## src/include/ws28xx_settings.svh

```systemverilog
`ifndef WS28XX_SETTINGS_SVH
`define WS28XX_SETTINGS_SVH

// Bus address width.
// Bit 10 selects the pixel RAM, bits 9:2 the word and bits 3:2 the register.
`define WS28XX_A_WIDTH 11

// Bus data width, also the width of one pixel word.
`define WS28XX_D_WIDTH 32

// Number of pixel words, one per LED.
`define WS28XX_D_DEPTH 256

`endif

```

## src/logic/ws28xx_pkg.sv

```systemverilog
`default_nettype none

`include "ws28xx_settings.svh"

package ws28xx_pkg;

    typedef logic [`WS28XX_A_WIDTH-1:0]         bus_addr_t;
    typedef logic [`WS28XX_D_WIDTH-1:0]         bus_data_t;
    typedef logic [$clog2(`WS28XX_D_DEPTH)-1:0] pix_idx_t;
    typedef logic [`WS28XX_D_WIDTH/8-1:0]       lane_en_t;

    // One timing field, and a full bit period made of two of them.
    typedef logic [7:0] phase_t;
    typedef logic [8:0] period_t;

    typedef enum logic [1:0] {
        reg_ctrl_0   = 2'd0,
        reg_ctrl_1   = 2'd1,
        reg_ctrl_2   = 2'd2,
        reg_reserved = 2'd3
    } reg_idx_t;

    typedef enum logic [1:0] {
        seq_idle,
        seq_fetch,
        seq_send,
        seq_finish
    } seq_state_t;

    typedef enum logic [1:0] {
        enc_idle,
        enc_high,
        enc_low
    } enc_state_t;

endpackage

`default_nettype wire

```

## src/logic/ws28xx_bit_encoder.sv

```systemverilog
`timescale 1ns/1ps
`default_nettype none

module ws28xx_bit_encoder (
    input  logic                clk_i,
    input  logic                rst_n_i,

    input  logic                run_i,
    input  ws28xx_pkg::phase_t  t0h_i,
    input  ws28xx_pkg::phase_t  t1h_i,
    input  ws28xx_pkg::period_t t0_period_i,
    input  ws28xx_pkg::period_t t1_period_i,

    input  logic                bit_load_i,
    input  logic                bit_value_i,
    output logic                bit_end_o,
    output logic                line_o
);
    import ws28xx_pkg::*;

    enc_state_t state_q;
    period_t    cnt_q;
    phase_t     high_q;
    period_t    period_q;
    logic       accept;

    // A load is taken only between bits.
    assign accept    = bit_load_i && ((state_q == enc_idle) || bit_end_o);
    assign bit_end_o = (state_q == enc_low) && (cnt_q == period_q);
    assign line_o    = run_i && (state_q == enc_high);

    always_ff @(posedge clk_i) begin
        if (accept) begin
            high_q   <= bit_value_i ? t1h_i : t0h_i;
            period_q <= bit_value_i ? t1_period_i : t0_period_i;
        end
    end

    // The counter runs from 1 on the first high cycle to the period on the last low cycle.
    always_ff @(posedge clk_i or negedge rst_n_i) begin
        if (!rst_n_i) begin
            state_q <= enc_idle;
            cnt_q   <= '0;
        end else if (!run_i) begin
            state_q <= enc_idle;
            cnt_q   <= '0;
        end else if (accept) begin
            state_q <= enc_high;
            cnt_q   <= period_t'(1);
        end else begin
            case (state_q)
                enc_high: begin
                    cnt_q <= cnt_q + 1'b1;
                    if (cnt_q == period_t'(high_q)) begin
                        state_q <= enc_low;
                    end
                end
                enc_low: begin
                    cnt_q <= cnt_q + 1'b1;
                    if (bit_end_o) begin
                        state_q <= enc_idle;
                    end
                end
                default: state_q <= enc_idle;
            endcase
        end
    end

endmodule

`default_nettype wire

```

## config.mk

```make
export PLATFORM = sky130hd
export DESIGN_NAME = ws28xx_bit_encoder
export DESIGN_NICKNAME = d
export VERILOG_FILES = /design/src/logic/ws28xx_pkg.sv /design/src/logic/ws28xx_bit_encoder.sv
export VERILOG_INCLUDE_DIRS = /design/src /design/src/include
export SDC_FILE = /design/constraint.sdc
export NUM_CORES = 1
export LEC_CHECK = 0
export BUFFER_PORTS_ARGS = -buffer_cell sky130_fd_sc_hd__buf_2
export CAP_MARGIN = 20
export CORE_UTILIZATION = 24
export DETAILED_ROUTE_END_ITERATION = 7
export GPL_TIMING_DRIVEN = 0
export HOLD_SLACK_MARGIN = 0.12
export MAX_ROUTING_LAYER = met4
export PLACE_DENSITY = 0.46
export SYNTH_ARGS = -nofsm -noshare
export SYNTH_HDL_FRONTEND = slang
export SYNTH_SLANG_ARGS = --single-unit
```

## constraint.sdc

```tcl
create_clock -name clk_i -period 2.2 [get_ports clk_i]
set_input_delay 0 -clock clk_i [delete_from_list [all_inputs] [get_ports clk_i]]
set_output_delay 0 -clock clk_i [all_outputs]
set_load 0.01 [all_outputs]
```

==> impl_metrics.csv <==
group,metric,value,unit
drt,drt.antenna.violating_nets,0,
logic_synthesis,synth_area,1550,sq um
logic_synthesis,ys_ff_latch,28,
worst_setup_path,cp.arrival,1970,ps
cells_and_area,antennaDiodeCount,0,
logic_synthesis,yosys.cell_types.count,30,
floorplan,fp.dieH,82.4,microns
logic_synthesis,ys_warn_count,0,
cells_and_area,final_util,37.4,%
clock_network,post-cts-setup-buffers,0,
run,maxCapViolations,0,
cells_and_area,drive_above_1_share,34.3,%
logic_synthesis,synth_top_cell_by_area,"edfxtp_1",
timing,maxSlewViolCount,0,
cells_and_area,fill_cells,612,
floorplan,start_util,25.6,%
place,placed_area,1850,sq um
worst_setup_path,start_kind,"register",
worst_setup_path,end_kind,"register",
timing,tightestPinTransition,503,ps
clock_network,insertion_delay,270,ps
drt,wl_per_cell,11.7,microns
drt,routed_wl,3.25,mm
power_and_ir_drop,power,1.09,mW
grt,grt_pass1_wl,5.32,mm
grt,grt_max_degree,16,
cells_and_area,fin_nets,248,
floorplan,fp.coreArea,6060,sq um
worst_setup_path,crit_fanout,15,
place,io_buffers,39,
logic_synthesis,synth.net_count,166,
timing,fmax,0.504,GHz
cells_and_area,area_growth,46.1,%
floorplan,ios,41,
drt,remaining_drc_errors,0,
logic_synthesis,synthCells,123,
clock_network,numCtsBuffers,3,
logic_synthesis,synth_top_area_share,32.9,%
place,dp_hpwl,2.40,mm
drt,drt_iter0_markers,15,
clock_network,clockBufferDepth,2,
logic_synthesis,yosysSeqAreaShare,50.6,%
power_and_ir_drop,ir_drop,0.190,mV
clock_network,htreeDepth,1,
power_and_ir_drop,power_frac_seq,55.7,%
power_and_ir_drop,clkPwrFrac,25.6,%
drt,vias_per_cell,4.21,
clock_network,clkTransAtPathRegs,90,ps
power_and_ir_drop,p_comb_share,18.7,%
cells_and_area,postLayoutCellArea,2270,sq um
timing,final.setup.tns,0,ps
logic_synthesis,synth_area_leaders,"edfxtp_1, dfrtp_1, mux2_2, xnor2_1, xor2_1",
min_path,hold_path_class,"in -> reg",
worst_setup_path,required,2190,ps
timing,max_slew_margin,66.3,%
clock_network,cts_root_buf,"clkbuf_8",
power_and_ir_drop,power_density,482,nW/um^2
timing,period_share,90.1,%
timing,post-route-min-period,1980,ps
power_and_ir_drop,power_switching_share,22.3,%
power_and_ir_drop,internal-power,0.850,mW
floorplan,rows,28,
drt,dr.pass1.iters,4,
grt,grt_use_total,11.0,%
power_and_ir_drop,switchingPower,0.244,mW
clock_network,ctsHoldBuffers,37,
timing,hold_violations,0,
logic_synthesis,syn_area_per_cell,12.6,sq um
floorplan,dieArea,6790,sq um
cells_and_area,register_area,786,sq um
clock_network,clock_sinks,28,
grt,antenna_found_initial,0,
run_status,status,"finished, final reports clean",
cells_and_area,multi_input_area,718,sq um
place,globalplace.congestion,0.744,
drt,vias,1175,
timing,skew,2.71,ps
power_and_ir_drop,p_leak,0.923,nW
grt,grt_overflow,0,
timing,finalSetupViolCount,0,
timing,rsz0062_at_grt,"false",
clock_network,cts_resized,0,
floorplan,die_x,82.4,microns
clock_network,tritoncts,"built",
worst_setup_path,critPathKind,"reg -> reg",
grt,first_global_vias,1217,
==> synth_stat cells <==
master / instances
a21boi_0: 1
a31oi_1: 1
and2_1: 1
and3_1: 1
and3_2: 1
buf_2: 2
buf_6: 2
clkbuf_1: 1
dfrtp_1: 11
edfxtp_1: 17
ha_1: 4
inv_1: 3
mux2_2: 17
mux2i_1: 1
nand2_1: 9
nand3_1: 1
nand4_1: 5
nand4_2: 1
nor2_1: 11
nor3_1: 1
nor3b_2: 1
o21a_1: 1
o21ai_0: 1
o31a_2: 1
o41ai_4: 1
or2b_1: 1
or4_1: 1
xnor2_1: 17
xnor2_2: 1
xor2_1: 7
==> per-stage QoR <==
stage / worst slack, ps / hold slack [ps] / cells
finish: 217 / 138 / 279
CTS: 191 / 137 / 279
detailed placement: 208 / -114 / 238
global placement: -275 / -120 / 237
floorplan: 73.8 / -296 / 123
global route: 111 / 157 / 279
==> critical path, cell delays in order (launching register included) <==
cell,delay (ps)
dfrtp_1,480
xnor2_1,200
nand4_2,170
o41ai_4,570
buf_6,260
==> worst paths after layout <==
kind	startpoint	cells past startpoint	endpoint	slack [ps]
worst max-delay path	cnt_q[4]	4	high_q[7]	220
worst min-delay path	bit_load_i	3	period_q[5]	140
worst max register to register	cnt_q[4]	4	high_q[7]	220
worst min register to register	cnt_q[8]	2	cnt_q[8]	590
max in group asynchronous	rst_n_i	3	cnt_q[6]	1120
min in group asynchronous	rst_n_i	3	cnt_q[3]	750
==> sequential cells by signal (all words and copies together), names as in the netlist <==
register,cells
period_q,9
cnt_q,9
state_q,2
high_q,8
==> cell families after synthesis <==
kind of cell    Yosys count  share of synthesized area [%]
mux                      18                           13.0
buf+inv                   8                           3.06
compound gates            6                           4.11
flops                    28                           50.6
fa+ha+maj                 4                           3.23
xor+xnor                 25                           14.6
simple gates             34                           11.4
==> layout make-up <==
| cell class | count | share of cell area, % |
|---|---|---|
| plain buffers | 5 | 1.60 |
| inverters | 3 | 0.497 |
| clock inverters | 1 | 0.166 |
| flip-flops and latches | 28 | 34.7 |
| repair buffers | 77 | 25.4 |
| well taps | 75 | 4.14 |
| clock buffers | 3 | 1.82 |
| multi-input cells | 87 | 31.7 |
==> layer usage <==
metal,part of all wire [%],GRT usage [%],vias to the layer above
li1,-,-,592
met1,40,11.5,549
met2,55,20.8,30
met3,3.0,1.65,4
met4,1.1,3.68,0
met5,0,-,-
==> power groups by stage <==
stage,Combinational (mW),Sequential [mW],Clock [mW]
detailed placement,0.144,0.622,0
finish,0.204,0.609,0.280
global route,0.223,0.613,0.317
floorplan,0.0887,0.616,0
CTS,0.204,0.611,0.291
global placement,0.135,0.623,0
==> placed cells by master (no fill, tap or decap), types with 3 or more instances in the layout <==
master	count
xor2_1	7
ha_1	4
nor2_1	11
inv_1	3
edfxtp_1	17
nand2_1	9
xnor2_1	17
mux2_2	17
nand4_1	5
clkbuf_8	3
dlygate4sd3_1	37
dfrtp_1	11
buf_2	41
buf_6	3
Power figures use the tool's default switching activity.
