<file path="src/include/ws28xx_settings.svh">
`ifndef WS28XX_SETTINGS_SVH
`define WS28XX_SETTINGS_SVH

// Bus address width.
// Bit 10 selects the pixel RAM, bits 9:2 the word and bits 3:2 the register.
`define WS28XX_A_WIDTH 11

// Bus data width, also the width of one pixel word.
`define WS28XX_D_WIDTH 32

// Number of pixel words, one per LED.
`define WS28XX_D_DEPTH 256

`endif

</file>
<file path="src/logic/ws28xx_pkg.sv">
`default_nettype none

`include "ws28xx_settings.svh"

package ws28xx_pkg;

    typedef logic [`WS28XX_A_WIDTH-1:0]         bus_addr_t;
    typedef logic [`WS28XX_D_WIDTH-1:0]         bus_data_t;
    typedef logic [$clog2(`WS28XX_D_DEPTH)-1:0] pix_idx_t;
    typedef logic [`WS28XX_D_WIDTH/8-1:0]       lane_en_t;

    // One timing field, and a full bit period made of two of them.
    typedef logic [7:0] phase_t;
    typedef logic [8:0] period_t;

    typedef enum logic [1:0] {
        reg_ctrl_0   = 2'd0,
        reg_ctrl_1   = 2'd1,
        reg_ctrl_2   = 2'd2,
        reg_reserved = 2'd3
    } reg_idx_t;

    typedef enum logic [1:0] {
        seq_idle,
        seq_fetch,
        seq_send,
        seq_finish
    } seq_state_t;

    typedef enum logic [1:0] {
        enc_idle,
        enc_high,
        enc_low
    } enc_state_t;

endpackage

`default_nettype wire

</file>
<file path="src/logic/ws28xx_regs.sv">
`timescale 1ns/1ps
`default_nettype none

module ws28xx_regs (
    input  logic                  clk_i,
    input  logic                  rst_n_i,

    input  logic                  wr_en_i,
    input  ws28xx_pkg::bus_addr_t wr_addr_i,
    input  ws28xx_pkg::bus_data_t wr_data_i,

    input  logic                  rd_en_i,
    input  ws28xx_pkg::bus_addr_t rd_addr_i,
    output ws28xx_pkg::bus_data_t rd_data_o,

    input  logic                  done_i,
    output logic                  core_run_o,
    output logic                  start_o,
    output ws28xx_pkg::phase_t    t0h_o,
    output ws28xx_pkg::phase_t    t1h_o,
    output ws28xx_pkg::period_t   t0_period_o,
    output ws28xx_pkg::period_t   t1_period_o,

    output ws28xx_pkg::lane_en_t  ram_lane_en_o,
    output ws28xx_pkg::pix_idx_t  ram_addr_o,
    output ws28xx_pkg::bus_data_t ram_data_o
);
    import ws28xx_pkg::*;

    // Byte 3 holds the end marker, bytes 2 to 0 the colour.
    localparam lane_en_t MARKER_LANES = 4'b1000;
    localparam lane_en_t COLOUR_LANES = 4'b0111;

    logic      run_q;
    logic      sync_q;
    logic      lane_sel_q;
    phase_t    t0h_q;
    phase_t    t0l_q;
    phase_t    t1h_q;
    phase_t    t1l_q;
    logic      reg_wr;
    logic      ram_wr;
    reg_idx_t  wr_idx;
    reg_idx_t  rd_idx;
    bus_data_t rd_mux;

    assign reg_wr = wr_en_i && !wr_addr_i[10];
    assign ram_wr = wr_en_i && wr_addr_i[10];
    assign wr_idx = reg_idx_t'(wr_addr_i[3:2]);
    assign rd_idx = reg_idx_t'(rd_addr_i[3:2]);

    assign core_run_o  = run_q;
    assign start_o     = sync_q;
    assign t0h_o       = t0h_q;
    assign t1h_o       = t1h_q;
    assign t0_period_o = period_t'(t0h_q) + period_t'(t0l_q);
    assign t1_period_o = period_t'(t1h_q) + period_t'(t1l_q);

    assign ram_lane_en_o = !ram_wr ? '0 : (lane_sel_q ? MARKER_LANES : COLOUR_LANES);
    assign ram_addr_o    = wr_addr_i[9:2];
    assign ram_data_o    = wr_data_i;

    // RAM addresses read back as zero.
    always_comb begin
        rd_mux = '0;
        if (!rd_addr_i[10]) begin
            case (rd_idx)
                reg_ctrl_0: rd_mux = {done_i, 30'd0, run_q};
                reg_ctrl_1: rd_mux = {30'd0, lane_sel_q, sync_q};
                reg_ctrl_2: rd_mux = {t1l_q, t1h_q, t0l_q, t0h_q};
                default:    rd_mux = '0;
            endcase
        end
    end

    always_ff @(posedge clk_i or negedge rst_n_i) begin
        if (!rst_n_i) begin
            run_q      <= 1'b0;
            sync_q     <= 1'b0;
            lane_sel_q <= 1'b0;
            t0h_q      <= '0;
            t0l_q      <= '0;
            t1h_q      <= '0;
            t1l_q      <= '0;
            rd_data_o  <= '0;
        end else begin
            if (rd_en_i) begin
                rd_data_o <= rd_mux;
            end
            if (reg_wr) begin
                case (wr_idx)
                    reg_ctrl_0: run_q <= wr_data_i[0];
                    reg_ctrl_1: begin
                        sync_q     <= wr_data_i[0];
                        lane_sel_q <= wr_data_i[1];
                    end
                    reg_ctrl_2: {t1l_q, t1h_q, t0l_q, t0h_q} <= wr_data_i;
                    default: ;
                endcase
            end else if (!done_i) begin
                // The frame has been taken, so the start request is dropped.
                sync_q <= 1'b0;
            end
        end
    end

endmodule

`default_nettype wire

</file>
<file path="config.mk">
export PLATFORM = sky130hd
export DESIGN_NAME = ws28xx_regs
export DESIGN_NICKNAME = d
export VERILOG_FILES = /design/src/logic/ws28xx_pkg.sv /design/src/logic/ws28xx_regs.sv
export VERILOG_INCLUDE_DIRS = /design/src /design/src/include
export SDC_FILE = /design/constraint.sdc
export NUM_CORES = 1
export LEC_CHECK = 0
export BUFFER_PORTS_ARGS = -buffer_cell sky130_fd_sc_hd__clkbuf_2
export CORE_ASPECT_RATIO = 1.4
export CORE_MARGIN = 4
export CORE_UTILIZATION = 51
export CTS_BUF_LIST = sky130_fd_sc_hd__clkbuf_16
export CTS_CLUSTER_SIZE = 16
export DETAILED_ROUTE_END_ITERATION = 16
export PLACE_DENSITY = 0.92
export SLEW_MARGIN = 10
export SYNTH_ARGS = -nofsm -noshare
export SYNTH_HDL_FRONTEND = slang
export SYNTH_SLANG_ARGS = --single-unit
</file>
<file path="constraint.sdc">
create_clock -name clk_i -period 3.5 [get_ports clk_i]
set_clock_uncertainty 0.05 [all_clocks]
set_input_delay 0 -clock clk_i [delete_from_list [all_inputs] [get_ports clk_i]]
set_output_delay 0 -clock clk_i [all_outputs]
set_load 0.03 [all_outputs]
</file>
==> out/results.tsv <==
stage	metric	value	unit
outcome	outcome	complete, no violations	
global_route	gr-usage-all-layers	23.3	%
floorplan	die_w	80.2	microns
power_and_ir_drop	ir_drop	0.572	mV
critical_path	crit_path_start	t0h_o[0]	
critical_path	crit_type	reg2out	
floorplan	coreArea	7030	sq um
routing	dr.pass1.iters	4	
floorplan	row_count	36	
global_route	grt_antenna_before_repair	0	
clock_tree	cts.reportedPaths.clkPinSlew	50	ps
global_route	first_global_vias	3316	
finish	diodes	0	
synth	syn_avg_cell_area	10.8	sq um
synth	synth_top_area_share	45.1	%
synth	synthArstFlopShare	100	%
critical_path	cp-end-kind	output pin	
power_and_ir_drop	p_per_area	689	nW/um^2
power_and_ir_drop	internal_power	2.04	mW
timing	setup_slack	1010	ps
critical_path	path_cells	ha_1, fa_1, a21o_1, a21oi_1, a2bb2oi_1, a22oi_1, clkbuf_2	
critical_path	cp.required	3450	ps
global_route	grt_first_pass_wirelength	15.7	mm
place	dp_slack	1360	ps
hold_path	hp-class	in2reg	
synth	synthDistinctLibCells	43	
power_and_ir_drop	power_frac_clock	27.0	%
finish	fillers	484	
critical_path	startpoint_type	flip-flop	
critical_path	worstPathArrival	2440	ps
synth	synth_nets	420	
finish	drive_gt1_share	39.9	%
timing	fin_crit_sh	71.0	%
synth	ys_warn_count	0	
clock_tree	h-tree-depth	3	
timing	hold_violations	0	
synth	syn-cell-area	3720	sq um
timing	setup_viol	0	
critical_path	critPathMaxFanout	4	
floorplan	start_util	53.0	%
power_and_ir_drop	combPwrFrac	44.0	%
routing	drc	0	
floorplan	die_area	8750	sq um
timing	setup_tns	0	ps
clock_tree	clock_latency	320	ps
clock_tree	cts_tree	done	
place	place_hpwl	6.36	mm
routing	vias	3003	
clock_tree	clockBufferDepth	2	
synth	synth-seq-cells	67	
critical_path	cp_top_family	compound AO/OA/AOI/OAI gates	
routing	routed_wl	9.83	mm
timing	max_freq	402	MHz
power_and_ir_drop	p_sw	1.38	mW
timing	maxSlewHeadroom	25.5	%
routing	via_per_inst	5.04	
hold_path	min_from	rd_addr_i[2]	
synth	ys_top_cells_by_area	dfrtp_1, mux2_4, buf_4	
clock_tree	cts_root_buf	clkbuf_16	
synth	seq_area_frac_synth	45.1	%
synth	synth_flop_cell	dfrtp_1	
finish	area_growth	33.4	%
timing	layout_min_cycle_time	2490	ps
timing	slew_viol_final	0	
routing	drt_iter0_drc	114	
timing	worst_pin_slew	1120	ps
finish	finalNetCount	573	
synth	synthCells	343	
global_route	grt_max_degree	37	
floorplan	die_height	109	microns
power_and_ir_drop	p_seq_share	29.0	%
critical_path	slowest_stage	fa_1	
power_and_ir_drop	p_leak	2.56	nW
clock_tree	clock-sinks	67	
critical_path	slowest_delay	420	ps
clock_tree	cts_resized	0	
routing	ant_nets	0	
synth	synth.most_common_cell	dfrtp_1	
routing	routedWlPerCell	16.5	microns
critical_path	critPathBufInv	1	
synth	yosysTopAreaCell	dfrtp_1	
power_and_ir_drop	p_sw_share	40.4	%
job	max-cap-violations	0	
timing	rsz0062_at_grt	no	
floorplan	ioPinCount	171	
place	io_buffers	148	
synth	synth_edf_count	0	
critical_path	regToRegStartpoint	t1l_q[7]	
global_route	overflow	0	
place	gp_congestion	0.777	
timing	hold_slack	45.6	ps
synth	synthTopCellsByCount	dfrtp_1, buf_4, nand2_1, inv_1, o21ai_1	
clock_tree	cts_buffers	9	
## logic make-up after synthesis
kind of cell	Yosys count	share of synthesized area [%]
compound gates	61	9.95
xor+xnor	9	2.12
fa+ha+maj	18	6.46
buf+inv	87	14.0
flops	67	45.1
mux	36	13.9
simple gates	65	8.61
## metrics by stage
step | instance area [sq um] | util [%] | total power, mW | std cells
after detailed placement | 4210 | 59.8 | 2.45 | 535
final | 4960 | 70.6 | 3.42 | 596
after global routing | 4960 | 70.6 | 3.59 | 596
after floorplan | 3720 | - | 2.09 | 343
after global placement | 4210 | 59.8 | 2.40 | 535
after CTS | 4960 | 70.6 | 3.43 | 596
## worst register-to-register path, stage by stage (launching register included)
cell,delay [ps]
dfrtp_1,410
mux2i_1,180
o22ai_1,100
dlygate4sd3_1,590
## layout by cell type (no fill, tap or decap), types with 3 or more instances in the layout
cell type        n
o21ai_1         31
nor2_1          10
nand2_1         35
mux2_1           4
a21oi_1          7
xnor2_1          5
dlygate4sd3_1   45
clkbuf_16        9
clkinv_2         3
xor2_1           4
inv_1           34
nand3b_1         3
ha_1            16
mux2_4          30
a21o_1           5
o21a_1           3
and3_1           3
o21ai_0          4
dfrtp_1         67
clkbuf_2       147
## metal layers
metal	wire (microns)	vias to the layer above	global-route usage [%]
met2	5310	135	43.7
met4	211	0	7.97
met5	0	-	0
met3	601	23	5.45
met1	3710	1432	25.3
li1	-	1413	-
## power groups by stage
stage / Combinational [mW] / Clock [mW] / Sequential (mW)
3_5_place_dp: 1.45 / 0 / 1.00
2_1_floorplan: 0.982 / 0 / 1.11
6_report: 1.51 / 0.924 / 0.992
3_3_place_gp: 1.41 / 0 / 0.994
5_1_grt: 1.61 / 0.978 / 1.01
4_1_cts: 1.50 / 0.937 / 0.992
## registers in the layout (all words and copies together) (netlist names)
signal and flops:
start_o 1, rd_data_o 32, t1h_o 8, t1l_q 8, lane_sel_q 1, t0l_q 8, t0h_o 8, core_run_o 1
## cell type report
cell class,count,area [sq um],share of cell area (%)
timing repair buffer,195,1210,24.3
clock inverter,7,82.6,1.66
multi-input combinational,189,1530,30.8
inverter,34,128,2.57
clock buffer,9,225,4.54
tap,95,119,2.39
sequential,67,1680,33.8
## worst paths after layout
path	endpoint	slack (ps)	cells past startpoint
max reg2reg	rd_data_o[31]	2060	3
min	rd_data_o[0]	50	4
max in group asynchronous	t1l_q[6]	2210	3
max	t0_period_o[6]	1010	7
min in group asynchronous	rd_data_o[22]	250	2
min reg2reg	rd_data_o[5]	460	2
## repair_timing
| action | CTS | global route |
|---|---|---|
| buffers inserted | 0 | 0 |
| setup endpoints to repair | 0 | 0 |
| hold buffers | 45 | 0 |
| endpoints found under the hold margin | 76 | 0 |
No activity file was read; power rests on OpenSTA's default activity.
