$ cat src/include/ws28xx_settings.svh
`ifndef WS28XX_SETTINGS_SVH
`define WS28XX_SETTINGS_SVH

// Bus address width.
// Bit 10 selects the pixel RAM, bits 9:2 the word and bits 3:2 the register.
`define WS28XX_A_WIDTH 11

// Bus data width, also the width of one pixel word.
`define WS28XX_D_WIDTH 32

// Number of pixel words, one per LED.
`define WS28XX_D_DEPTH 256

`endif

$ cat src/logic/ws28xx_pkg.sv
`default_nettype none

`include "ws28xx_settings.svh"

package ws28xx_pkg;

    typedef logic [`WS28XX_A_WIDTH-1:0]         bus_addr_t;
    typedef logic [`WS28XX_D_WIDTH-1:0]         bus_data_t;
    typedef logic [$clog2(`WS28XX_D_DEPTH)-1:0] pix_idx_t;
    typedef logic [`WS28XX_D_WIDTH/8-1:0]       lane_en_t;

    // One timing field, and a full bit period made of two of them.
    typedef logic [7:0] phase_t;
    typedef logic [8:0] period_t;

    typedef enum logic [1:0] {
        reg_ctrl_0   = 2'd0,
        reg_ctrl_1   = 2'd1,
        reg_ctrl_2   = 2'd2,
        reg_reserved = 2'd3
    } reg_idx_t;

    typedef enum logic [1:0] {
        seq_idle,
        seq_fetch,
        seq_send,
        seq_finish
    } seq_state_t;

    typedef enum logic [1:0] {
        enc_idle,
        enc_high,
        enc_low
    } enc_state_t;

endpackage

`default_nettype wire

$ cat src/logic/ws28xx_frame_seq.sv
`timescale 1ns/1ps
`default_nettype none

`include "ws28xx_settings.svh"

module ws28xx_frame_seq (
    input  logic                  clk_i,
    input  logic                  rst_n_i,

    input  logic                  run_i,
    input  logic                  start_i,
    output logic                  done_o,

    output ws28xx_pkg::pix_idx_t  ram_addr_o,
    input  ws28xx_pkg::bus_data_t ram_data_i,

    input  logic                  bit_end_i,
    output logic                  bit_load_o,
    output logic                  bit_value_o
);
    import ws28xx_pkg::*;

    localparam pix_idx_t LAST_IDX = pix_idx_t'(`WS28XX_D_DEPTH - 1);

    seq_state_t  state_q;
    pix_idx_t    idx_q;
    logic [23:0] shift_q;
    logic [4:0]  bits_left_q;
    logic        mark_q;
    logic        first_q;
    logic        advance;
    logic        word_empty;
    logic        frame_end;

    // When the current word is used up, the next bit comes straight from the prefetched word.
    assign word_empty  = (bits_left_q == 5'd0);
    assign advance     = (state_q == seq_send) && (first_q || bit_end_i);
    assign frame_end   = advance && word_empty && mark_q;
    assign bit_load_o  = advance && !frame_end;
    assign bit_value_o = word_empty ? ram_data_i[23] : shift_q[23];
    assign done_o      = !run_i || (state_q == seq_idle) || (state_q == seq_finish);
    assign ram_addr_o  = idx_q;

    always_ff @(posedge clk_i) begin
        if (bit_load_o) begin
            shift_q <= word_empty ? {ram_data_i[22:0], 1'b0} : {shift_q[22:0], 1'b0};
        end
    end

    always_ff @(posedge clk_i or negedge rst_n_i) begin
        if (!rst_n_i) begin
            state_q     <= seq_idle;
            idx_q       <= '0;
            bits_left_q <= '0;
            mark_q      <= 1'b0;
            first_q     <= 1'b0;
        end else if (!run_i) begin
            state_q     <= seq_idle;
            idx_q       <= '0;
            bits_left_q <= '0;
            mark_q      <= 1'b0;
            first_q     <= 1'b0;
        end else begin
            first_q <= 1'b0;
            case (state_q)
                seq_idle: begin
                    if (start_i) begin
                        state_q <= seq_fetch;
                    end
                end
                // Pixel 0 settles on the RAM output here.
                seq_fetch: begin
                    state_q     <= seq_send;
                    first_q     <= 1'b1;
                    bits_left_q <= '0;
                    mark_q      <= 1'b0;
                end
                seq_send: begin
                    if (frame_end) begin
                        state_q <= seq_finish;
                        idx_q   <= '0;
                    end else if (advance && word_empty) begin
                        bits_left_q <= 5'd23;
                        mark_q      <= (ram_data_i[31:24] != 8'd0) || (idx_q == LAST_IDX);
                        idx_q       <= idx_q + 1'b1;
                    end else if (advance) begin
                        bits_left_q <= bits_left_q - 1'b1;
                    end
                end
                seq_finish: state_q <= seq_idle;
                default:    state_q <= seq_idle;
            endcase
        end
    end

endmodule

`default_nettype wire

$ cat config.mk
export PLATFORM = sky130hd
export DESIGN_NAME = ws28xx_frame_seq
export DESIGN_NICKNAME = d
export VERILOG_FILES = /design/src/logic/ws28xx_pkg.sv /design/src/logic/ws28xx_frame_seq.sv
export VERILOG_INCLUDE_DIRS = /design/src /design/src/include
export SDC_FILE = /design/constraint.sdc
export NUM_CORES = 1
export LEC_CHECK = 0
export BUFFER_PORTS_ARGS = -buffer_cell sky130_fd_sc_hd__buf_4
export CAP_MARGIN = 15
export CORE_UTILIZATION = 59
export CTS_BUF_LIST = sky130_fd_sc_hd__clkbuf_2 sky130_fd_sc_hd__clkbuf_4 sky130_fd_sc_hd__clkbuf_8
export DETAILED_ROUTE_END_ITERATION = 7
export PLACE_DENSITY = 0.95
export SYNTH_ARGS = -nofsm -noshare
export SYNTH_HDL_FRONTEND = slang
export SYNTH_SLANG_ARGS = --single-unit
$ cat constraint.sdc
create_clock -name clk_i -period 4.45 [get_ports clk_i]
set_input_delay 0.445 -clock clk_i [delete_from_list [all_inputs] [get_ports clk_i]]
set_output_delay 0.445 -clock clk_i [all_outputs]
set_load 0.02 [all_outputs]
==> reports/results.ini, run 1 <==
[placement]
numPortBuffers=47
place_congestion=0.869
place_ws_ns=1.77
dp_cells=249
dp_hpwl_um=2950

[pwr]
p_clk_frac=0.184
power_frac_comb=0.406
seq_power_share=0.411
switching_power_mw=0.426
p_leak_nw=1.04
pwr_density_cell_nw_per_um2=522
p_int_mw=0.877
swShare=0.327
worst_ir_drop_vdd_uv=347

[floorplanning]
dieArea_um2=3640
initial_utilization=0.637
die_height_um=60.3
io_pins=48
core_region_area_um2=3150
die_x_um=60.3
rows=20

[synth]
yosysTopAreaCell=edfxtp_1
synth.top_cells.by_count=mux2_2 (25), edfxtp_1 (23), dfrtp_1 (17), a21oi_1 (13)
syn_avg_cell_area_um2=12.3
yosys.area.top_type_share=0.344
syn_area_um2=2010
ys_types=35
yosysWarnings=0
synth-async-reset-ratio=0.425
ys_ff_latch=40
synth_ff_type=edfxtp_1
synth_edf_count=23
ys_seq_area_frac=0.556
syn_inst=163
syn_nets=206
yosys-top-cells-area=edfxtp_1 (34%), dfrtp_1 (21%), mux2_2 (14%)
yosysMostFrequentCell=mux2_2

[setup_path]
crit_path_start_kind=register
worstSetupEndpointType=output pin
cp_cell_sequence=inv_1 -> ha_1 -> nor4b_4 -> buf_4 -> a21oi_2 -> buf_4 -> buf_4
cpMaxStageDelayCell=dfrtp_1
crit_cells=7
path_common_cell=buf_4
crit_arrival_ns=2.31
critPathTopFamily=buffers and inverters
cp_max_fo=27
r2r_cells=7
slowest_delay_ns=0.45
critPathBufInv=4
path_class=reg2out
cp.required_ns=4.01

[worst_hold_path]
min_path_cells=2
hp-class=in2reg

[global_route]
use_met2=0.441
grt_start_max_net_pins=28
grt_pass1_vias=1429
met3_usage=0.0618
grt_usage=0.261
grt_pass1_wl_um=6760
met1_usage=0.327
top_usage_layer=met2
antenna_found_initial=0
grt_remaining_overflow=0

[clock_tree]
cts_tree=yes
clockBufferDepth=2
cts-htree-levels=2
cts-root-buf=clkbuf_4
cts_sinks=40
clkLatencyLatePin_ns=0.36
clk_pin_slew_ns=0.12
cts_made_buffers=5

[run]
max_cap_violations=0

[layout]
layout.cells.non_filler=258
insertedDiodeCount=0
syn_to_final_growth_pct=24.4
seq_area_um2=1120
fin_nets=256
n_fill_cell=200
multi_input_area_um2=842
final_layout_size_suffix_gt1_frac=0.407

[drt]
via_per_inst=5.83
dr.pass1.iters=4
drtIter0Drc=60
ant_nets=0
wl_per_cell_um=16.0
drc=0
via_count=1504
drt_wl_total_um=4140

[sta]
finalSetupViolCount=0
fin_crit_ns=2.76
worst_slack_ns=1.69
skew_ns=0.0161
rsz0062_at_grt=false
hold_ws_ns=0.355
worst_slew_pin_slew_ns=0.601
hold_violations=0
period_share=0.620
slew_headroom=0.598
drv_slew=0
finalSetupTns_ns=0
max_clock_freq_ghz=0.362

[status]
status=finished clean

through the flow:
| step | power (mW) | utilization | instance area [um2] |
|---|---|---|---|
| 2_1_floorplan | 0.930 | - | 2010 |
| 3_3_place_gp | 1.03 | 0.763 | 2410 |
| 3_5_place_dp | 1.07 | 0.763 | 2410 |
| 4_1_cts | 1.31 | 0.792 | 2500 |
| 5_1_grt | 1.38 | 0.792 | 2500 |
| 6_report | 1.30 | 0.792 | 2500 |
metal layers:
metal  part of all wire  up-vias
li1                   -      716
met1               0.41      733
met2               0.51       47
met3              0.058        8
met4              0.020        0
met5                  0        -
final timing paths:
path | start | end | slack (ns)
max | bits_left_q[0]$_DFFE_PN0P_ | bit_load_o | 1.69
min | ram_data_i[0] | shift_q[1]$_SDFFCE_PN0P_ | 0.36
max reg2reg | bits_left_q[0]$_DFFE_PN0P_ | ram_addr_o[6]$_DFFE_PN0P_ | 1.74
min reg2reg | shift_q[5]$_DFFE_PP_ | shift_q[6]$_DFFE_PP_ | 0.55
max in group asynchronous | rst_n_i | bits_left_q[2]$_DFFE_PN0P_ | 3.77
min in group asynchronous | rst_n_i | ram_addr_o[2]$_DFFE_PN0P_ | 0.47
sequential cells by signal (all words and copies together) (netlist names):
| register | flops |
|---|---|
| ram_addr_o | 8 |
| first_q | 1 |
| mark_q | 1 |
| bits_left_q | 5 |
| state_q | 2 |
| shift_q | 23 |
placed cells by master (no fill, tap or decap), drive strengths merged, types with 6 or more instances in the layout:
cell type	n
dfrtp	17
inv	7
edfxtp	23
ha	6
a21oi	13
mux2	25
nor2	6
buf	49
o21ai	7
nand2	7
kinds of logic (layout without fill, tap and decap cells):
kind of cell	Yosys count	count (layout)	synth area share
AO/OA/AOI/OAI	33	33	0.0991
adder cells (fa/ha/maj)	6	6	0.0374
buffers and inverters	14	65	0.0268
flip-flops	40	40	0.556
multiplexers	25	25	0.140
AND/OR/NAND/NOR	45	45	0.141
layout make-up:
class / count / area share
clock buffer: 5 / 0.0150
clock inverter: 3 / 0.0170
inverter: 7 / 0.0105
multi-input combinational: 109 / 0.337
sequential: 40 / 0.447
tap: 44 / 0.0220
timing repair buffer: 50 / 0.151
power groups by stage:
stage / Clock, mW / Combinational [mW] / Sequential (mW)
6_report: 0.239 / 0.528 / 0.535
5_1_grt: 0.251 / 0.584 / 0.542
4_1_cts: 0.240 / 0.535 / 0.535
3_5_place_dp: 0 / 0.531 / 0.542
3_3_place_gp: 0 / 0.496 / 0.535
2_1_floorplan: 0 / 0.398 / 0.533
timing repair:
action	4_1_cts	5_1_grt
hold endpoints to repair	17	0
buffers inserted	0	0
gates resized for setup	0	0
hold buffers	1	0
No activity file was read; power rests on OpenSTA's default activity.
==> run 2: changes to the inputs <==
--- a/config.mk
+++ b/config.mk
@@ -8,10 +8,10 @@
 export LEC_CHECK = 0
 export BUFFER_PORTS_ARGS = -buffer_cell sky130_fd_sc_hd__buf_4
 export CAP_MARGIN = 15
-export CORE_UTILIZATION = 59
+export CORE_UTILIZATION = 55
 export CTS_BUF_LIST = sky130_fd_sc_hd__clkbuf_2 sky130_fd_sc_hd__clkbuf_4 sky130_fd_sc_hd__clkbuf_8
 export DETAILED_ROUTE_END_ITERATION = 7
-export PLACE_DENSITY = 0.95
+export PLACE_DENSITY = 0.93
 export SYNTH_ARGS = -nofsm -noshare
 export SYNTH_HDL_FRONTEND = slang
 export SYNTH_SLANG_ARGS = --single-unit
==> constraint.sdc (replaced) <==
create_clock -name clk_i -period 2.8 [get_ports clk_i]
set_input_delay 0.28 -clock clk_i [delete_from_list [all_inputs] [get_ports clk_i]]
set_output_delay 0.28 -clock clk_i [all_outputs]
set_load 0.02 [all_outputs]
==> run 2 against run 1 <==
Net effect:
- non-clock buffer count did not move
- count of clock-buffer cells in the layout rose by 1
- critical path depth did not move
- sequential power rose by 58%
- clock power rose by 60%
- via count fell by 1.5%
- setup slack got worse by 1.4 ns
- clock skew fell by 0.0049 ns
- critical endpoint unchanged
- largest cell class unchanged
- highest routed layer unchanged
==> reports/results.ini, run 2 (synthesized netlist as in run 1, its figures left out) <==
[pwr]
pwr_density_cell_nw_per_um2=826
swShare=0.320
seq_power_share=0.410
switching_power_mw=0.661
finalPower_mw=2.06
worst_ir_drop_vdd_uv=620
power_frac_comb=0.405
p_int_mw=1.40
p_leak_nw=1.05
p_clk_frac=0.185

[drt]
ant_nets=0
wl_per_cell_um=15.4
dr.pass1.iters=4
via_per_inst=5.70
via_count=1481
drtIter0Drc=49
drc=0
drt_wl_total_um=4010

[global_route]
grt_usage=0.223
grt_start_max_net_pins=27
grt_pass1_vias=1428
grt_remaining_overflow=0
antenna_found_initial=0
grt_pass1_wl_um=6690

[clock_tree]
clkLatencyLatePin_ns=0.34
cts-root-buf=clkbuf_4
cts_resized=0
post_cts_buffers=0
cts_made_buffers=5
clk_pin_slew_ns=0.12
cts-htree-levels=2
clockBufferDepth=2
cts_tree=yes
cts_sinks=40

[layout]
n_fill_cell=271
largest_reg_flops=23
final_layout_size_suffix_gt1_frac=0.407
fin_nets=256
syn_to_final_growth_pct=24.5
final_common_cell=buf_4
layout_common_cells=buf_4 (49), mux2_2 (25), edfxtp_1 (23)
largest_register=shift_q
seq_area_um2=1120
multi_input_area_um2=842
insertedDiodeCount=0

[setup_path]
crit_arrival_ns=2.25
path_class=reg2out
cp.required_ns=2.52
crit_path_start_kind=register
worstSetupEndpointType=output pin
cp_max_fo=26

[sta]
finalSetupTns_ns=0
worst_slew_pin_slew_ns=0.620
drv_slew=0
period_share=0.905
hold_violations=0
finalSetupViolCount=0
slew_headroom=0.585
rsz0062_at_grt=false
max_clock_freq_ghz=0.395
fin_crit_ns=2.53
skew_ns=0.0112

[worst_hold_path]
hp-class=in2reg

[floorplanning]
rows=21
io_pins=48
die_height_um=62.4
initial_utilization=0.588
core_region_area_um2=3420
dieArea_um2=3900
die_x_um=62.4

[run]
max_cap_violations=0

[placement]
place_congestion=0.772
numPortBuffers=47
dp_hpwl_um=2910

[status]
status=finished clean

run 2: power groups by stage:
stage / Clock [mW] / Sequential (mW) / Combinational (mW)
2_1_floorplan: 0 / 0.845 / 0.636
3_3_place_gp: 0 / 0.855 / 0.809
4_1_cts: 0.393 / 0.846 / 0.840
6_report: 0.382 / 0.846 / 0.836
3_5_place_dp: 0 / 0.859 / 0.838
5_1_grt: 0.412 / 0.860 / 0.921
run 2: what timing repair did:
item,CTS,global route
hold endpoints to repair,17,0
hold buffers,1,0
setup endpoints to repair,0,0
run 2: final timing paths:
check | startpoint | end | slack, ns | cells after the start
hold / removal | ram_data_i[0] | shift_q[1]$_SDFFCE_PN0P_ | 0.23 | 2
hold reg to reg | shift_q[6]$_DFFE_PP_ | shift_q[7]$_DFFE_PP_ | 0.56 | 1
setup / recovery | bits_left_q[0]$_DFFE_PN0P_ | bit_load_o | 0.27 | 7
max in group asynchronous | rst_n_i | bits_left_q[2]$_DFFE_PN0P_ | 2.28 | 2
min in group asynchronous | rst_n_i | ram_addr_o[6]$_DFFE_PN0P_ | 0.32 | 2
setup reg to reg | bits_left_q[0]$_DFFE_PN0P_ | ram_addr_o[7]$_DFFE_PN0P_ | 0.43 | 6
run 2: metal layers:
metal	part of all wire	up-vias	GRT usage
li1	-	722	-
met1	0.43	702	0.292
met2	0.50	51	0.363
met3	0.051	6	0.0547
met4	0.015	0	0.0727
met5	0	-	0
run 2: critical path: stages (launching register included):
cell and delay [ns]:
dfrtp_1 0.43, inv_1 0.07, ha_1 0.21, nor4b_4 0.25, buf_4 0.36, a21oi_2 0.13, buf_4 0.27, buf_4 0.20
run 2: layout make-up:
class                      count  share of cell area
clock buffer                   6              0.0180
clock inverter                 2              0.0140
inverter                       7              0.0105
multi-input combinational    109               0.337
sequential                    40               0.446
tap                           46              0.0230
timing repair buffer          50               0.151
run 2: stage by stage:
stage / setup WS (ns) / std cells / hold slack [ns] / area (um2) / utilization
floorplan: 0.402 / 163 / -0.0156 / 2010 / -
global placement: 0.635 / 251 / 0.159 / 2410 / 0.705
finish: 0.267 / 260 / 0.229 / 2500 / 0.732
global route: 0.0995 / 260 / 0.210 / 2500 / 0.732
CTS: 0.247 / 260 / 0.211 / 2500 / 0.732
detailed placement: 0.431 / 251 / 0.162 / 2410 / 0.705
==> run 3: changes to the inputs <==
--- a/config.mk
+++ b/config.mk
@@ -8,7 +8,9 @@
 export LEC_CHECK = 0
 export BUFFER_PORTS_ARGS = -buffer_cell sky130_fd_sc_hd__buf_4
 export CAP_MARGIN = 15
-export CORE_UTILIZATION = 55
+export CELL_PAD_IN_SITES_DETAIL_PLACEMENT = 0
+export CELL_PAD_IN_SITES_GLOBAL_PLACEMENT = 1
+export CORE_UTILIZATION = 44
 export CTS_BUF_LIST = sky130_fd_sc_hd__clkbuf_2 sky130_fd_sc_hd__clkbuf_4 sky130_fd_sc_hd__clkbuf_8
 export DETAILED_ROUTE_END_ITERATION = 7
 export PLACE_DENSITY = 0.93
==> run 3 against run 2 <==
Net effect:
- setup slack improved by 0.098 ns
- combinational power decreased by 1%
- highest routed layer unchanged
- register-to-register slack improved by 0.10 ns
- die area increased by 24%
- non-clock buffer count unchanged
==> reports/results.ini, run 3 (synthesized netlist as in run 1, its figures left out) <==
[drt]
drt_wl_total_um=3770
via_count=1468
ant_nets=0
wl_per_cell_um=14.2
drtIter0Drc=106
via_per_inst=5.52
dr.pass1.iters=4
drc=0

[worst_hold_path]
min_path_cells=2
hp-class=in2reg
whs_endpoint=shift_q[1]$_SDFFCE_PN0P_
min_from=ram_data_i[0]

[global_route]
grt_start_max_net_pins=27
antenna_found_initial=0
grt_remaining_overflow=0
grt_pass1_vias=1348
grt_pass1_wl_um=6320
grt_usage=0.170

[clock_tree]
clk_pin_slew_ns=0.07
cts_tree=yes
cts-root-buf=clkbuf_8
cts_made_buffers=5
cts-htree-levels=2
clkLatencyLatePin_ns=0.29
clockBufferDepth=2
cts_sinks=40

[run]
max_cap_violations=0

[setup_path]
r2r_cells=6
cp_max_fo=26
path_class=reg2out
crit_arrival_ns=2.16
worstSetupEndpointType=output pin
r2r-start=bits_left_q[0]$_DFFE_PN0P_
cp.required_ns=2.52
crit_path_start_kind=register
r2r-end=ram_addr_o[7]$_DFFE_PN0P_
r2r_slack_ns=0.53

[sta]
skew_ns=0.00944
finalSetupTns_ns=0
hold_violations=0
fin_crit_ns=2.44
max_clock_freq_ghz=0.411
finalSetupViolCount=0
rsz0062_at_grt=false
hold_ws_ns=0.274
period_share=0.870
worst_slew_pin_slew_ns=0.621
drv_slew=0
slew_headroom=0.585

[layout]
insertedDiodeCount=0
n_fill_cell=398
fin_nets=256
largest_register=shift_q
final_layout_size_suffix_gt1_frac=0.407
layout_common_cells=buf_4 (49), mux2_2 (25), edfxtp_1 (23)
final_core_util=0.574
largest_reg_flops=23
syn_to_final_growth_pct=25.2
final_common_cell=buf_4

[floorplanning]
initial_utilization=0.458
io_pins=48
die_height_um=69.6
die_x_um=69.6
core_region_area_um2=4380
rows=24
dieArea_um2=4840

[placement]
dp_hpwl_um=2660
place_congestion=0.847
numPortBuffers=47

[pwr]
p_leak_nw=1.05
pwr_density_cell_nw_per_um2=812
worst_ir_drop_vdd_uv=311

[status]
status=finished clean

[run 3: layout make-up]
cell class / instances / area [um2] / share of cell area
flip-flops and latches: 40 / 1120 / 0.444
inverters: 7 / 26.3 / 0.0104
well taps: 52 / 65.1 / 0.0259
clock buffers: 5 / 68.8 / 0.0274
repair buffers: 50 / 378 / 0.150
clock inverters: 3 / 18.8 / 0.00746
multi-input cells: 109 / 842 / 0.335
[run 3: how the worst max path moves through the flow]
stage	from	to	slack, ns	depth (start not counted)
2_1_floorplan	bits_left_q[0]$_DFFE_PN0P_	bits_left_q[3]$_DFFE_PN0P_	0.40	6
3_3_place_gp	bits_left_q[0]$_DFFE_PN0P_	ram_addr_o[7]$_DFFE_PN0P_	0.59	6
3_5_place_dp	bits_left_q[0]$_DFFE_PN0P_	ram_addr_o[6]$_DFFE_PN0P_	0.53	6
4_1_cts	bits_left_q[0]$_DFFE_PN0P_	bit_load_o	0.35	7
5_1_grt	bits_left_q[0]$_DFFE_PN0P_	bit_load_o	0.23	7
6_report	bits_left_q[0]$_DFFE_PN0P_	bit_load_o	0.36	7
[run 3: repair_timing]
action	CTS	global route
hold buffers	1	0
buffers inserted	0	0
endpoints found under the hold margin	17	0
gates resized for setup	0	0
[run 3: through the flow]
stage / total power, mW / worst slack, ns / instance area [um2] / std cells
finish: 2.04 / 0.365 / 2510 / 266
global route: 2.18 / 0.226 / 2510 / 266
CTS: 2.07 / 0.347 / 2510 / 266
detailed placement: 1.69 / 0.531 / 2420 / 257
global placement: 1.67 / 0.586 / 2420 / 257
floorplan: 1.48 / 0.402 / 2010 / 163
[run 3: power breakdown]
part	internal, mW	switching [mW]	total, mW	leakage [nW]
clock	0.173	0.195	0.369	0.0479
sequential	0.779	0.0665	0.845	0.443
combinational	0.427	0.400	0.827	0.558
[run 3: metal layers]
layer,track usage,share of wire,vias to the layer above
met2,0.256,0.44,43
met3,0.0567,0.067,4
li1,-,-,720
met1,0.223,0.48,701
met5,0,0,-
met4,0.0794,0.014,0
[run 3: critical path, stage by stage, from the launching register on]
cell and delay [ns]:
dfrtp_1 0.42, inv_1 0.07, ha_1 0.19, nor4b_4 0.22, buf_4 0.36, a21oi_2 0.12
buf_4 0.27, buf_4 0.20
